**src/design/mipsPkg.sv**
```systemverilog
`default_nettype none

package mipsPkg;

    typedef logic [31:0] wordT;
    typedef logic [29:0] wordAddrT;
    typedef logic [4:0]  regAddrT;
    typedef logic [3:0]  aluOpT;
    typedef logic [1:0]  fwdSelT;

    // Primary opcodes
    localparam logic [5:0] opR     = 6'h00;
    localparam logic [5:0] opJ     = 6'h02;
    localparam logic [5:0] opBeq   = 6'h04;
    localparam logic [5:0] opBne   = 6'h05;
    localparam logic [5:0] opAddiu = 6'h09;
    localparam logic [5:0] opSlti  = 6'h0a;
    localparam logic [5:0] opSltiu = 6'h0b;
    localparam logic [5:0] opAndi  = 6'h0c;
    localparam logic [5:0] opOri   = 6'h0d;
    localparam logic [5:0] opXori  = 6'h0e;
    localparam logic [5:0] opLui   = 6'h0f;
    localparam logic [5:0] opLw    = 6'h23;
    localparam logic [5:0] opSw    = 6'h2b;

    // R-type function field
    localparam logic [5:0] fnSll  = 6'h00;
    localparam logic [5:0] fnSrl  = 6'h02;
    localparam logic [5:0] fnSra  = 6'h03;
    localparam logic [5:0] fnAddu = 6'h21;
    localparam logic [5:0] fnSubu = 6'h23;
    localparam logic [5:0] fnAnd  = 6'h24;
    localparam logic [5:0] fnOr   = 6'h25;
    localparam logic [5:0] fnXor  = 6'h26;
    localparam logic [5:0] fnNor  = 6'h27;
    localparam logic [5:0] fnSlt  = 6'h2a;
    localparam logic [5:0] fnSltu = 6'h2b;

    localparam aluOpT aluAdd  = 4'd0;
    localparam aluOpT aluSub  = 4'd1;
    localparam aluOpT aluAnd  = 4'd2;
    localparam aluOpT aluOr   = 4'd3;
    localparam aluOpT aluXor  = 4'd4;
    localparam aluOpT aluNor  = 4'd5;
    localparam aluOpT aluSlt  = 4'd6;
    localparam aluOpT aluSltu = 4'd7;
    localparam aluOpT aluSll  = 4'd8;
    localparam aluOpT aluSrl  = 4'd9;
    localparam aluOpT aluSra  = 4'd10;
    localparam aluOpT aluLui  = 4'd11;

    // Operand source for decode and execute
    localparam fwdSelT fwdReg = 2'd0;
    localparam fwdSelT fwdMem = 2'd1;
    localparam fwdSelT fwdWb  = 2'd2;

    localparam wordT resetPc = 32'h0000_0000;

endpackage

`default_nettype wire

```
**src/design/fetchStage.sv**
```systemverilog
`timescale 1ns/1ps
`default_nettype none

module fetchStage
    import mipsPkg::*;
(
    input  logic     clk,
    input  logic     rstN,
    input  logic     stall,
    input  logic     pcSel,
    input  wordT     target,
    input  wordT     instIn,
    output wordAddrT instAddr,
    output wordT     decInstr,
    output wordT     decPcPlus4
);

    wordT pc;
    wordT pcPlus4;

    assign pcPlus4  = pc + 32'd4;
    assign instAddr = pc[31:2];

    // Target comes from decode while the delay slot is being fetched
    always_ff @(posedge clk)
    begin
        if (!rstN)
            pc <= resetPc;
        else if (!stall)
            pc <= pcSel ? target : pcPlus4;
    end

    // All-zero word is sll r0,r0,0 so decode starts on a nop
    always_ff @(posedge clk)
    begin
        if (!rstN)
            decInstr <= '0;
        else if (!stall)
            decInstr <= instIn;
    end

    always_ff @(posedge clk)
    begin
        if (!stall)
            decPcPlus4 <= pcPlus4;
    end

endmodule

`default_nettype wire

```
**src/design/decodeStage.sv**
```systemverilog
`timescale 1ns/1ps
`default_nettype none

module decodeStage
    import mipsPkg::*;
(
    input  logic    clk,
    input  logic    rstN,
    input  logic    stall,
    input  wordT    decInstr,
    input  wordT    decPcPlus4,
    input  fwdSelT  rsFwdDec,
    input  fwdSelT  rtFwdDec,
    input  wordT    memResult,
    input  wordT    wbData,
    input  regAddrT wbDest,
    input  logic    wbWrite,
    output logic    pcSel,
    output wordT    target,
    output regAddrT decRs,
    output regAddrT decRt,
    output logic    decIsBranch,
    output wordT    exA,
    output wordT    exB,
    output wordT    exImm,
    output regAddrT exRs,
    output regAddrT exRt,
    output regAddrT exDest,
    output regAddrT exShamt,
    output aluOpT   exAluOp,
    output logic    exAluSrcImm,
    output logic    exMemRead,
    output logic    exMemWrite,
    output logic    exRegWrite
);

    logic [5:0]  opcode;
    logic [5:0]  funct;
    logic [15:0] imm16;
    regAddrT     rd;
    regAddrT     dest;
    wordT        rsVal;
    wordT        rtVal;
    wordT        immExt;
    aluOpT       aluOp;
    logic        isRType, isJump, isBeq, isBne;
    logic        zeroExt, regWrite, operandsEq;
    wordT        regFile [0:31];

    assign opcode = decInstr[31:26];
    assign decRs  = decInstr[25:21];
    assign decRt  = decInstr[20:16];
    assign rd     = decInstr[15:11];
    assign funct  = decInstr[5:0];
    assign imm16  = decInstr[15:0];

    always_ff @(posedge clk)
    begin
        if (wbWrite)
            regFile[wbDest] <= wbData;
    end

    // Register read, then forwarding from memory or writeback
    function automatic wordT operand(input regAddrT addr, input fwdSelT sel);
        if (sel == fwdMem)
            return memResult;
        if (sel == fwdWb)
            return wbData;
        return (addr == '0) ? '0 : regFile[addr];
    endfunction

    always_comb
    begin
        rsVal = operand(decRs, rsFwdDec);
        rtVal = operand(decRt, rtFwdDec);
    end

    always_comb
    begin
        case (opcode)
            opR:
                case (funct)
                    fnSll:   aluOp = aluSll;
                    fnSrl:   aluOp = aluSrl;
                    fnSra:   aluOp = aluSra;
                    fnSubu:  aluOp = aluSub;
                    fnAnd:   aluOp = aluAnd;
                    fnOr:    aluOp = aluOr;
                    fnXor:   aluOp = aluXor;
                    fnNor:   aluOp = aluNor;
                    fnSlt:   aluOp = aluSlt;
                    fnSltu:  aluOp = aluSltu;
                    default: aluOp = aluAdd;
                endcase
            opSlti:  aluOp = aluSlt;
            opSltiu: aluOp = aluSltu;
            opAndi:  aluOp = aluAnd;
            opOri:   aluOp = aluOr;
            opXori:  aluOp = aluXor;
            opLui:   aluOp = aluLui;
            default: aluOp = aluAdd;
        endcase
    end

    assign isRType  = opcode == opR;
    assign zeroExt  = opcode inside {opAndi, opOri, opXori};
    assign immExt   = zeroExt ? {16'h0000, imm16} : {{16{imm16[15]}}, imm16};
    assign dest     = isRType ? rd : decRt;
    // Unknown function codes write nothing
    assign regWrite = (isRType && funct inside {fnSll, fnSrl, fnSra, fnAddu, fnSubu, fnAnd,
                                                fnOr, fnXor, fnNor, fnSlt, fnSltu})
                      || opcode inside {opAddiu, opSlti, opSltiu, opAndi, opOri, opXori,
                                        opLui, opLw};

    // Branch resolution
    assign isJump      = opcode == opJ;
    assign isBeq       = opcode == opBeq;
    assign isBne       = opcode == opBne;
    assign decIsBranch = isBeq || isBne;
    assign operandsEq  = rsVal == rtVal;
    assign pcSel       = isJump || (isBeq && operandsEq) || (isBne && !operandsEq);
    assign target      = isJump ? {decPcPlus4[31:28], decInstr[25:0], 2'b00}
                                : decPcPlus4 + {immExt[29:0], 2'b00};

    // Stall sends a bubble into execute
    always_ff @(posedge clk)
    begin
        if (!rstN || stall)
        begin
            exMemRead  <= 1'b0;
            exMemWrite <= 1'b0;
            exRegWrite <= 1'b0;
        end
        else
        begin
            exMemRead  <= opcode == opLw;
            exMemWrite <= opcode == opSw;
            exRegWrite <= regWrite && dest != '0;
        end
    end

    always_ff @(posedge clk)
    begin
        exA         <= rsVal;
        exB         <= rtVal;
        exImm       <= immExt;
        exRs        <= decRs;
        exRt        <= decRt;
        exDest      <= dest;
        exShamt     <= decInstr[10:6];
        exAluOp     <= aluOp;
        exAluSrcImm <= !isRType;
    end

endmodule

`default_nettype wire

```
**src/design/hazardUnit.sv**
```systemverilog
`timescale 1ns/1ps
`default_nettype none

module hazardUnit
    import mipsPkg::*;
(
    input  regAddrT decRs,
    input  regAddrT decRt,
    input  regAddrT exRs,
    input  regAddrT exRt,
    input  regAddrT exDest,
    input  regAddrT memDest,
    input  regAddrT wbDest,
    input  logic    decIsBranch,
    input  logic    exRegWrite,
    input  logic    exMemRead,
    input  logic    memRegWrite,
    input  logic    memMemRead,
    input  logic    wbWrite,
    output logic    stall,
    output fwdSelT  rsFwdDec,
    output fwdSelT  rtFwdDec,
    output fwdSelT  rsFwdEx,
    output fwdSelT  rtFwdEx
);

    logic exMatch;
    logic memLoadMatch;

    // Memory stage only holds an address for a load, so its data comes from writeback
    function automatic fwdSelT pickFwd(input regAddrT src);
        if (src == '0)
            return fwdReg;
        if (memRegWrite && !memMemRead && memDest == src)
            return fwdMem;
        if (wbWrite && wbDest == src)
            return fwdWb;
        return fwdReg;
    endfunction

    always_comb
    begin
        rsFwdDec = pickFwd(decRs);
        rtFwdDec = pickFwd(decRt);
        rsFwdEx  = pickFwd(exRs);
        rtFwdEx  = pickFwd(exRt);
    end

    assign exMatch      = exRegWrite && (exDest == decRs || exDest == decRt);
    assign memLoadMatch = memRegWrite && memMemRead && (memDest == decRs || memDest == decRt);

    // Load-use waits one cycle, a branch waits until its operand can be forwarded
    assign stall = (exMemRead && exMatch)
                   || (decIsBranch && exMatch)
                   || (decIsBranch && memLoadMatch);

endmodule

`default_nettype wire

```
**src/design/executeStage.sv**
```systemverilog
`timescale 1ns/1ps
`default_nettype none

module executeStage
    import mipsPkg::*;
(
    input  logic    clk,
    input  logic    rstN,
    input  wordT    exA,
    input  wordT    exB,
    input  wordT    exImm,
    input  regAddrT exShamt,
    input  regAddrT exDest,
    input  aluOpT   exAluOp,
    input  logic    exAluSrcImm,
    input  logic    exMemRead,
    input  logic    exMemWrite,
    input  logic    exRegWrite,
    input  fwdSelT  rsFwdEx,
    input  fwdSelT  rtFwdEx,
    input  wordT    memResult,
    input  wordT    wbData,
    output wordT    memResultOut,
    output wordT    memStoreData,
    output regAddrT memDest,
    output logic    memRead,
    output logic    memWrite,
    output logic    memRegWrite
);

    wordT a;
    wordT rtVal;
    wordT b;
    wordT result;

    always_comb
    begin
        case (rsFwdEx)
            fwdMem:  a = memResult;
            fwdWb:   a = wbData;
            default: a = exA;
        endcase
        case (rtFwdEx)
            fwdMem:  rtVal = memResult;
            fwdWb:   rtVal = wbData;
            default: rtVal = exB;
        endcase
    end

    assign b = exAluSrcImm ? exImm : rtVal;

    // Shifts act on rt, lui on the low immediate half
    always_comb
    begin
        case (exAluOp)
            aluAdd:  result = a + b;
            aluSub:  result = a - b;
            aluAnd:  result = a & b;
            aluOr:   result = a | b;
            aluXor:  result = a ^ b;
            aluNor:  result = ~(a | b);
            aluSlt:  result = {31'd0, $signed(a) < $signed(b)};
            aluSltu: result = {31'd0, a < b};
            aluSll:  result = b << exShamt;
            aluSrl:  result = b >> exShamt;
            aluSra:  result = $signed(b) >>> exShamt;
            aluLui:  result = {b[15:0], 16'h0000};
            default: result = '0;
        endcase
    end

    always_ff @(posedge clk)
    begin
        if (!rstN)
        begin
            memRead     <= 1'b0;
            memWrite    <= 1'b0;
            memRegWrite <= 1'b0;
        end
        else
        begin
            memRead     <= exMemRead;
            memWrite    <= exMemWrite;
            memRegWrite <= exRegWrite;
        end
    end

    always_ff @(posedge clk)
    begin
        memResultOut <= result;
        memStoreData <= rtVal;
        memDest      <= exDest;
    end

endmodule

`default_nettype wire

```
**src/design/memoryStage.sv**
```systemverilog
`timescale 1ns/1ps
`default_nettype none

module memoryStage
    import mipsPkg::*;
(
    input  logic     clk,
    input  logic     rstN,
    input  wordT     memResult,
    input  wordT     memStoreData,
    input  wordT     dataIn,
    input  regAddrT  memDest,
    input  logic     memRead,
    input  logic     memWrite,
    input  logic     memRegWrite,
    output wordAddrT dataAddr,
    output wordT     dataOut,
    output logic     dataRead,
    output logic     dataWrite,
    output wordT     wbData,
    output regAddrT  wbDest,
    output logic     wbWrite
);

    // Word accesses only, the low address bits are dropped
    assign dataAddr  = memResult[31:2];
    assign dataOut   = memStoreData;
    assign dataRead  = memRead;
    assign dataWrite = memWrite;

    always_ff @(posedge clk)
    begin
        if (!rstN)
            wbWrite <= 1'b0;
        else
            wbWrite <= memRegWrite;
    end

    // Memory answers in the same cycle
    always_ff @(posedge clk)
    begin
        wbData <= memRead ? dataIn : memResult;
        wbDest <= memDest;
    end

endmodule

`default_nettype wire

```
**src/design/mipsCore.sv**
```systemverilog
`timescale 1ns/1ps
`default_nettype none

module mipsCore
    import mipsPkg::*;
(
    input  logic     clk,
    input  logic     rstN,
    input  wordT     instIn,
    input  wordT     dataIn,
    output wordAddrT instAddr,
    output wordAddrT dataAddr,
    output wordT     dataOut,
    output logic     dataRead,
    output logic     dataWrite
);

    // Fetch and decode
    logic    stall;
    logic    pcSel;
    wordT    target;
    wordT    decInstr;
    wordT    decPcPlus4;
    regAddrT decRs, decRt;
    logic    decIsBranch;

    // Decode to execute register
    wordT    exA, exB, exImm;
    regAddrT exRs, exRt, exDest, exShamt;
    aluOpT   exAluOp;
    logic    exAluSrcImm, exMemRead, exMemWrite, exRegWrite;

    // Forwarding selects
    fwdSelT  rsFwdDec, rtFwdDec, rsFwdEx, rtFwdEx;

    // Execute to memory register
    wordT    memResult, memStoreData;
    regAddrT memDest;
    logic    memRead, memWrite, memRegWrite;

    // Writeback
    wordT    wbData;
    regAddrT wbDest;
    logic    wbWrite;

    fetchStage u_fetch (.*);

    decodeStage u_decode (.*);

    hazardUnit u_hazard (
        .memMemRead (memRead),
        .*
    );

    executeStage u_execute (
        .memResultOut (memResult),
        .*
    );

    memoryStage u_memory (.*);

endmodule

`default_nettype wire

```
**config.mk**
```make
export PLATFORM = sky130hd
export DESIGN_NAME = mipsCore
export DESIGN_NICKNAME = d
export VERILOG_FILES = /design/src/design/mipsPkg.sv /design/src/design/fetchStage.sv /design/src/design/decodeStage.sv /design/src/design/hazardUnit.sv /design/src/design/executeStage.sv /design/src/design/memoryStage.sv /design/src/design/mipsCore.sv
export SDC_FILE = /design/constraint.sdc
export NUM_CORES = 2
export LEC_CHECK = 0
export ABC_AREA = 0
export ABC_CLOCK_PERIOD_IN_PS = 8700
export BUFFER_PORTS_ARGS = -buffer_cell sky130_fd_sc_hd__buf_4
export CAP_MARGIN = 30
export CORE_MARGIN = 5
export CORE_UTILIZATION = 45
export CTS_CLUSTER_SIZE = 40
export DETAILED_ROUTE_END_ITERATION = 10
export GPL_TIMING_DRIVEN = 0
export MAX_ROUTING_LAYER = met4
export PLACE_DENSITY_LB_ADDON = 0.05
export SYNTH_ARGS = -nofsm -noshare
export SYNTH_HDL_FRONTEND = slang
export SYNTH_HIERARCHICAL = 1
export SYNTH_SLANG_ARGS = --single-unit
```
**constraint.sdc**
```tcl
create_clock -name clk -period 8.7 [get_ports clk]
set_input_delay 0.435 -clock clk [delete_from_list [all_inputs] [get_ports clk]]
set_output_delay 0.435 -clock clk [all_outputs]
set_load 0.01 [all_outputs]
```
==> impl_metrics.json <==
{
  "worstPathRequired_ns": 9.40,
  "via_count": 60402,
  "rows": 148,
  "synth_cells": 5602,
  "yosysWarnings": 6,
  "dr.pass1.iters": 10,
  "stdcell_area_mm2": 0.0864,
  "cp_top_family": "buffers and inverters",
  "clock_skew_ns": 0.0506,
  "grt_pass1_wl_mm": 492,
  "cts_buffers": 154,
  "p_per_area_mw_per_mm2": 222,
  "core_area_mm2": 0.162,
  "die_w_um": 414,
  "ant_nets": 0,
  "tightest_slew_ns": 1.51,
  "final_cells": 8473,
  "cp_slowest_stage_delay_ns": 0.72,
  "pre_cts_slack_ns": -0.489,
  "worstSetupPathDepth": 21,
  "io_pins": 160,
  "place_congestion": 1.02,
  "fin_ws_ns": 0.0903,
  "crit_path_max_fanout": 11,
  "holdWs_ns": 0.399,
  "startpoint": "u_fetch/decInstr[21]$_SDFFE_PN0N_",
  "finalCritPeriodShare": 0.990,
  "grt_usage": 0.438,
  "ir_drop_uv": 235,
  "fin_crit_ns": 8.61,
  "grt_pass1_vias": 56584,
  "dieArea_mm2": 0.171,
  "die_h_um": 414,
  "rr_startpoint": "u_fetch/decInstr[21]$_SDFFE_PN0N_",
  "leakage_nw": 30.2,
  "rsz0062_at_grt": "false",
  "dp_cells": 8108,
  "final_common_cell": "edfxtp_1",
  "antenna_found_initial": 29,
  "relSlewSlack": -0.00958,
  "ff2ff_path_depth": 21,
  "htreeDepth": 4,
  "io_buffers": 159,
  "path_cells": "buf_6, buf_6, buf_4, buf_2, buf_2, clkbuf_4, mux2i_1, nor2_1, o41a_1, xor2_1, nor3_1, nand4_1, nor4_1, nand4_1, xnor2_1, a21o_1, clkbuf_1, clkbuf_2, clkbuf_1, a22oi_1, o21ai_0",
  "setup_viol": 0,
  "wirelength_mm": 370,
  "synth_fp_nets": 5803,
  "status": "complete, but fails checks",
  "start_util": 0.451,
  "cp_num_buf_inv": 9,
  "drive_gt1_frac": 0.246,
  "clkLatencyLatePin_ns": 0.82,
  "path_clk_slew_ns": 0.06,
  "final_cell_mix": "edfxtp_1, mux4_2, nand2_1",
  "area_delta_synth_final_pct": 17.9,
  "cts.sinks": 1331,
  "grt-ovfl-total": 0,
  "grt_max_degree": 38,
  "cts_root_buf": "clkbuf_16",
  "finalHoldViolations": 0,
  "avgRoutedWirePerCell_um": 43.7,
  "arrival_ns": 9.31,
  "hpwlAfterDp_mm": 275,
  "hp-class": "register to register",
  "min_from": "u_decode/exDest[0]$_DFF_P_",
  "drt-initial-drc-count": 11139,
  "cp-end-kind": "register",
  "placed_area_mm2": 0.0806,
  "via_per_inst": 7.13,
  "fin_nets": 6354,
  "netlist_area_mm2": 0.0733,
  "synth_area_per_cell_um2": 13.1,
  "drv_slew": 7,
  "drc_errors": 0,
  "max_cap_viol_count": 0,
  "fmax_ghz": 0.116,
  "clock_path_buffers": 3,
  "cts_tree": "built",
  "violations": "max-slew violations",
  "hold_depth": 0,
  "crit_type": "register to register",
  "cp_slowest_cell": "buf_2",
  "fin_total_pwr_mw": 19.2,
  "critPathLaunchType": "register"
}
[registers in the layout (all words and copies together), names as in the netlist, 4 cells and up]
name	count
u_decode/exRt	5
u_decode/exImm	14
u_fetch/decInstr	32
u_fetch/decPcPlus4	30
u_execute/memResultOut	32
u_decode/exB	32
u_decode/exRs	5
u_decode/exA	32
u_decode/regFile	1024
u_execute/memStoreData	32
u_fetch/pc	30
u_decode/exDest	5
u_decode/exShamt	4
u_decode/exAluOp	4
u_execute/memDest	5
u_memory/wbData	32
u_memory/wbDest	5
[report_power, final]
part           switching [mW]  internal, mW  leakage [nW]
Sequential              0.964          7.61          11.9
Clock                    2.80          3.89          2.48
Combinational            2.48          1.41          15.8
Total                    6.24          12.9          30.2
[stage by stage]
stage	setup TNS, ns	util
6_report	0	0.532
3_5_place_dp	-6.40	0.496
4_1_cts	0	0.532
3_3_place_gp	-37.20	0.475
2_1_floorplan	0	-
5_1_grt	0	0.532
[final timing paths]
path / slack (ns) / endpoint
setup reg to reg: 0.09 / u_fetch/pc[23]$_SDFFE_PN0N_
hold reg to reg: 0.40 / u_execute/memDest[0]$_DFF_P_
hold / removal: 0.40 / u_execute/memDest[0]$_DFF_P_
setup / recovery: 0.09 / u_fetch/pc[23]$_SDFFE_PN0N_
[area by class of cell]
| cell class | instances | area, um^2 |
|---|---|---|
| diodes | 25 | 62.6 |
| plain buffers | 526 | 2870 |
| clock buffers | 194 | 4180 |
| clock inverters | 82 | 926 |
| fillers | 13858 | 76000 |
| inverters | 175 | 657 |
| multi-input cells | 3569 | 32900 |
| flip-flops and latches | 1331 | 37200 |
| well taps | 2175 | 2720 |
| repair buffers | 396 | 4820 |
[layer usage]
layer,vias up,global-route usage,share of wire
li1,23303,-,-
met1,30827,0.559,0.37
met2,5108,0.607,0.42
met3,1164,0.155,0.14
met4,0,0.241,0.072
met5,-,-,0
[repair_timing]
action / 4_1_cts / 5_1_grt
cloned: 0 / 0
setup endpoints to repair: 20 / 19
resized for setup: 4 / 10
hold endpoints to repair: 66 / 0
hold buffers: 65 / 0
buffers inserted: 0 / 0
(Power assumes the default switching activity.)
